===== src/include/boa_settings.svh =====
// Build-time settings of the multiply/divide/shift unit.
// Multiplier pipeline depth and divider iteration count.

`ifndef BOA_SETTINGS_SVH
`define BOA_SETTINGS_SVH

// Number of multiplier pipeline stages.
// Legal values are 2 through 4.
`define BOA_MUL_STAGES 3

// Divider iterations, one quotient bit each.
`define BOA_DIV_STEPS 32

`endif


===== src/logic/boa_isa_pkg.sv =====
// Instruction-level types of the RV32 core.
// Data word, register index and the multiply/divide/shift opcodes.

package boa_isa_pkg;

    // One operand or result word.
    typedef logic [31:0] word_t;

    // Destination register index.
    typedef logic [4:0] reg_idx_t;

    // Operations handled by the execution unit.
    typedef enum logic [3:0] {
        // Multiplies.
        MUL    = 4'd0,
        MULH   = 4'd1,
        MULHSU = 4'd2,
        MULHU  = 4'd3,
        // Divides and remainders.
        DIV    = 4'd4,
        DIVU   = 4'd5,
        REM    = 4'd6,
        REMU   = 4'd7,
        // Shifts, amount in rhs[4:0].
        SLL    = 4'd8,
        SRL    = 4'd9,
        SRA    = 4'd10
    } mdu_op_e;

endpackage


===== src/logic/boa_mdu_pkg.sv =====
// Internal types of the multiply/divide/shift unit.
// Request and response payloads, multiplier and divider inputs,
// multiplier stage contents and divider states.

package boa_mdu_pkg;

    // Request as seen on the input channel.
    typedef struct packed {
        boa_isa_pkg::mdu_op_e  op;
        boa_isa_pkg::word_t    lhs;
        boa_isa_pkg::word_t    rhs;
        boa_isa_pkg::reg_idx_t rd;
    } mdu_req_t;

    // Result tagged with its destination.
    typedef struct packed {
        boa_isa_pkg::reg_idx_t rd;
        boa_isa_pkg::word_t    result;
    } mdu_rsp_t;

    // Multiplier input.
    typedef struct packed {
        boa_isa_pkg::word_t    lhs;
        boa_isa_pkg::word_t    rhs;
        // Side is zero-extended.
        logic                  u_lhs;
        logic                  u_rhs;
        // Return upper half of product.
        logic                  high;
        boa_isa_pkg::reg_idx_t rd;
    } mul_op_t;

    // Divider input.
    typedef struct packed {
        boa_isa_pkg::word_t    lhs;
        boa_isa_pkg::word_t    rhs;
        logic                  u;
        // Return remainder instead of quotient.
        logic                  rem;
        boa_isa_pkg::reg_idx_t rd;
    } div_op_t;

    // Contents of one multiplier pipeline register.
    typedef struct packed {
        logic [63:0]           lhs;
        logic [63:0]           rhs;
        // Partial products summed so far.
        logic [63:0]           sum;
        logic                  high;
        boa_isa_pkg::reg_idx_t rd;
    } mul_stage_t;

    // Divider FSM states.
    typedef enum logic [1:0] {
        IDLE = 2'd0,
        RUN  = 2'd1,
        FIX  = 2'd2,
        DONE = 2'd3
    } div_state_e;

endpackage


===== src/logic/boa_div_iter.sv =====
// Iterative restoring divider, one quotient bit per cycle.
// Operands are made positive on start and signs are restored at the end.
// Zero divisor and signed overflow follow the RV32M results.

`include "boa_settings.svh"

module boa_div_iter (
    input  logic                   clk,
    input  logic                   reset,
    input  logic                   start,
    input  boa_mdu_pkg::div_op_t   in,
    output logic                   busy,
    output boa_mdu_pkg::mdu_rsp_t  out,
    output logic                   done,
    input  logic                   ack
);

    localparam int step_w = $clog2(`BOA_DIV_STEPS);

    boa_mdu_pkg::div_state_e state;
    logic [step_w-1:0]       step;

    // Working registers.
    boa_isa_pkg::word_t      quo;
    boa_isa_pkg::word_t      part_rem;
    boa_isa_pkg::word_t      dvs;
    boa_isa_pkg::reg_idx_t   rd;
    logic                    sel_rem;
    logic                    neg_q;
    logic                    neg_r;
    logic                    div_zero;
    logic                    ovf;

    // Sign of each operand when signed.
    logic                    sign_l;
    logic                    sign_r;
    // One restoring step.
    logic [32:0]             rem_shift;
    logic [32:0]             rem_diff;
    // Results with signs restored.
    boa_isa_pkg::word_t      fix_quo;
    boa_isa_pkg::word_t      fix_rem;

    assign sign_l    = ~in.u & in.lhs[31];
    assign sign_r    = ~in.u & in.rhs[31];

    assign rem_shift = {part_rem, quo[31]};
    assign rem_diff  = rem_shift - {1'b0, dvs};

    // Quotient is all ones on a zero divisor.
    assign fix_quo = div_zero ? '1 :
                     ovf      ? 32'h8000_0000 :
                     neg_q    ? -quo : quo;
    // Zero divisor leaves |lhs| here, so the dividend comes back.
    assign fix_rem = ovf   ? '0 :
                     neg_r ? -part_rem : part_rem;

    // Control FSM.
    always_ff @(posedge clk) begin
        if (reset) begin
            state <= boa_mdu_pkg::IDLE;
            step  <= '0;
        end else begin
            case (state)
                boa_mdu_pkg::IDLE: begin
                    if (start) begin
                        state <= boa_mdu_pkg::RUN;
                        step  <= '0;
                    end
                end
                boa_mdu_pkg::RUN: begin
                    step <= step + 1'b1;
                    if (step == step_w'(`BOA_DIV_STEPS - 1)) begin
                        state <= boa_mdu_pkg::FIX;
                    end
                end
                boa_mdu_pkg::FIX: begin
                    state <= boa_mdu_pkg::DONE;
                end
                default: begin
                    // Hold result until the controller takes it.
                    if (ack) begin
                        state <= boa_mdu_pkg::IDLE;
                    end
                end
            endcase
        end
    end

    // Datapath.
    always_ff @(posedge clk) begin
        if (state == boa_mdu_pkg::IDLE && start) begin
            quo      <= sign_l ? -in.lhs : in.lhs;
            dvs      <= sign_r ? -in.rhs : in.rhs;
            part_rem <= '0;
            rd       <= in.rd;
            sel_rem  <= in.rem;
            neg_q    <= sign_l ^ sign_r;
            neg_r    <= sign_l;
            div_zero <= in.rhs == '0;
            ovf      <= ~in.u && in.lhs == 32'h8000_0000 && in.rhs == '1;
        end else if (state == boa_mdu_pkg::RUN) begin
            // Subtract when the shifted remainder covers the divisor.
            if (!rem_diff[32]) begin
                part_rem <= rem_diff[31:0];
                quo      <= {quo[30:0], 1'b1};
            end else begin
                part_rem <= rem_shift[31:0];
                quo      <= {quo[30:0], 1'b0};
            end
        end
    end

    always_ff @(posedge clk) begin
        if (state == boa_mdu_pkg::FIX) begin
            out.rd     <= rd;
            out.result <= sel_rem ? fix_rem : fix_quo;
        end
    end

    assign busy = state != boa_mdu_pkg::IDLE;
    assign done = state == boa_mdu_pkg::DONE;

endmodule


===== config.mk =====
export PLATFORM = sky130hd
export DESIGN_NAME = boa_div_iter
export DESIGN_NICKNAME = d
export VERILOG_FILES = /design/src/logic/boa_isa_pkg.sv /design/src/logic/boa_mdu_pkg.sv /design/src/logic/boa_div_iter.sv
export VERILOG_INCLUDE_DIRS = /design/src /design/src/include
export SDC_FILE = /design/constraint.sdc
export NUM_CORES = 1
export LEC_CHECK = 0
export BUFFER_PORTS_ARGS = -buffer_cell sky130_fd_sc_hd__buf_2
export CORE_ASPECT_RATIO = 0.75
export CORE_MARGIN = 2
export CORE_UTILIZATION = 54
export DETAILED_ROUTE_END_ITERATION = 12
export PLACE_DENSITY = 0.77
export RECOVER_POWER = 25
export SLEW_MARGIN = 30
export SYNTH_ARGS = -nofsm -noshare
export SYNTH_HDL_FRONTEND = slang
export SYNTH_SLANG_ARGS = --single-unit

===== constraint.sdc =====
create_clock -name clk -period 3.2 [get_ports clk]
set_clock_uncertainty 0.1 [all_clocks]
set_input_delay 0.48 -clock clk [delete_from_list [all_inputs] [get_ports clk]]
set_output_delay 0.48 -clock clk [all_outputs]
set_load 0.005 [all_outputs]

==> reports/qor.yml <==
cts_buffers: 17
finalSetupViolCount: 0
finalNonFillerCells: 1568
required_ns: 3.39
path_cells: "ha_1 > a21oi_1 > o21ai_0 > nor2b_1 > o2111ai_4 > a31oi_4 > xnor2_4 > buf_6 > buf_12 > mux2i_1 > a21oi_1"
min_period_ns: 3.10
cts.sinks: 150
cp-end-kind: "flop"
reg2reg_depth: 11
crit_path_top_delay_cell: "ha_1"
cp-start-kind: "flop"
vias: 9420
io_buffer_count: 113
grt_usage_pct: 26.8
min-delay-path-class: "in2reg"
rr_endpoint: "part_rem[7]$_SDFFE_PP0P_"
finalHoldViolations: 0
critPathMaxStageDelay_ns: 0.42
crit_top_cell: "a21oi_1"
antenna_found_initial: 0
async_flop_share_pct: 0
first_pass_iters: 5
fin_nets: 1421
path_delay_family: "compound AO/OA/AOI/OAI gates"
syn_area_um2: 10500
worstHoldEndpoint: "sel_rem$_DFFE_PP_"
dieArea_um2: 20600
grt_pass1_wl_um: 43800
crit_type: "reg2reg"
holdPathStages: 1
h-tree-depth: 4
cts_tree: "yes"
synthCells: 1159
r2r_start: "part_rem[22]$_SDFFE_PP0P_"
cts-hold-fix-buffers: 0
grt_max_degree: 66
drt_wl_total_um: 27600
slew_headroom_pct: -24.9
drc: 0
initial_core_util_pct: 54.6
synth_edf_count: 111
yosysSeqAreaShare_pct: 39.2
grt_overflow: 0
antennaDiodeCount: 0
drtAntennaViolNets: 0
cts.clk_slew.worst_paths_ns: 0.06
drt-initial-drc-count: 840
dpl.hpwl_um: 19900
layout_common_cells: "146 x o21ai_0, 111 x edfxtp_1, 101 x buf_2, 94 x nand2_1, 92 x a21oi_1"
die_h_um: 125
drv_cap: 1
fp.dieW_um: 165
slew_violations: 39
rows: 44
vdd.ir_drop.worst_v: 0.000822
violations: "capacitance limit, slew limit"
r2r_slack_ns: 0.10
place_inst: 1529
synth.net_count: 1278
critPathMaxFanout: 8
via_per_inst: 6.01
gp_congestion: 0.927
power.density_nw_per_um2: 954
critPathArrivalTime_ns: 3.29
hold_start: "in[5]"
synth_warnings: 0
worstMarginPinSlew_ns: 1.87
syn_avg_cell_area_um2: 9.05
clk_latency_ns: 0.44
core_um2: 19200
status: "finished with violations"
synth_cell_types: 75
worst-path-buf-inv: 2
layout-drive-gt1-share_pct: 18.3
finalCritPeriodShare_pct: 96.7
io_pins: 114
synth_seq_cells: 150
layout_commonest_cell: "o21ai_0"
clock.fmax_mhz: 323
wl_per_cell_um: 17.6
grt_pass1_vias: 8716
clockRootBuffer: "clkbuf_16"
power_w: 0.0118
area_growth_pct: 17.8
synthFlopType: "edfxtp_1"
leakagePower_nw: 4.89
cts.path.max_buffers: 2
flip-flops by register name, indices dropped and copies added, names as in the netlist, 2 cells and up:
signal,count
dvs,32
out,37
part_rem,32
quo,32
rd,5
state,2
step,5
where the power goes:
part	switching (W)	internal, W
combinational	0.00349	0.00254
clock	0.000856	0.00123
sequential	0.000622	0.00304
logic make-up after synthesis:
group	share of synthesized area, %
compound gates	21.4
xor+xnor	12.1
fa+ha+maj	5.32
buf+inv	4.51
flops	39.2
mux	2.78
simple gates	14.7
timing repair:
| item | 4_1_cts | 5_1_grt |
|---|---|---|
| endpoints found under the setup margin | 15 | 36 |
| buffers inserted | 0 | 6 |
| resized for setup | 3 | 16 |
| cloned | 0 | 1 |
| pin swaps | 0 | 6 |
per-layer routing:
metal | vias up | part of all wire, % | global-route usage (%)
met5 | - | 0 | 0
met4 | 0 | 2.4 | 7.77
met3 | 44 | 6.9 | 4.76
met2 | 365 | 46 | 42.4
met1 | 4468 | 45 | 37.8
li1 | 4543 | - | -
worst register-to-register path: cells and delay by family (launching register included):
kind | cells | cell delay, ns
adder cells (fa/ha/maj) | 1 | 0.42
multiplexers | 1 | 0.21
flip-flops | 1 | 0.37
buffers and inverters | 2 | 0.28
AO/OA/AOI/OAI | 5 | 1.11
AND/OR/NAND/NOR | 1 | 0.29
XOR/XNOR | 1 | 0.17
Yosys cell counts (all sizes together), types with 20 or more instances:
library cell    n  area (µm²)
or3            20         135
clkbuf         41         154
o31ai          31         238
xor2           63         552
a21oi          94         470
xnor2          82         718
o21ai         150         758
nand3          25         125
nand2          96         363
mux2i          28         280
ha             43         538
nor2           68         263
edfxtp        111        3330
dfxtp          39         781
inv            61         229
stage by stage:
step                hold slack, ns  setup WS [ns]  util [%]  setup TNS [ns]  instance area [µm²]
floorplan                    0.300         0.0825         -               0                10500
global placement             0.303         0.0757      60.5               0                11600
detailed placement           0.305        -0.0805      60.5          -0.397                11600
CTS                          0.115        0.00434      63.7               0                12200
global route                 0.111       -0.00110      64.3        -0.00110                12400
finish                       0.121          0.105      64.3               0                12400
worst max-delay path by stage:
stage                               from                       end  slack [ns]  depth (start not counted)
2_1_floorplan          quo[31]$_DFFE_PP_  part_rem[1]$_SDFFE_PP0P_        0.08                         14
3_3_place_gp           quo[10]$_DFFE_PP_         out[31]$_DFFE_PP_        0.08                          9
3_5_place_dp           quo[31]$_DFFE_PP_  part_rem[4]$_SDFFE_PP0P_       -0.08                         13
4_1_cts                quo[31]$_DFFE_PP_  part_rem[7]$_SDFFE_PP0P_       0.004                         13
5_1_grt                quo[31]$_DFFE_PP_  part_rem[6]$_SDFFE_PP0P_      -0.001                         13
6_report       part_rem[22]$_SDFFE_PP0P_  part_rem[7]$_SDFFE_PP0P_        0.10                         11
layout make-up:
class | instances | area, µm²
Clock buffer | 17 | 425
Clock inverter | 15 | 176
Fill cell | 1552 | 6860
Inverter | 62 | 233
Multi-Input combinational cell | 891 | 6010
Sequential cell | 150 | 4120
Tap cell | 253 | 317
Timing Repair Buffer | 180 | 1080
Note: power is estimated with default switching activity, not from simulation.
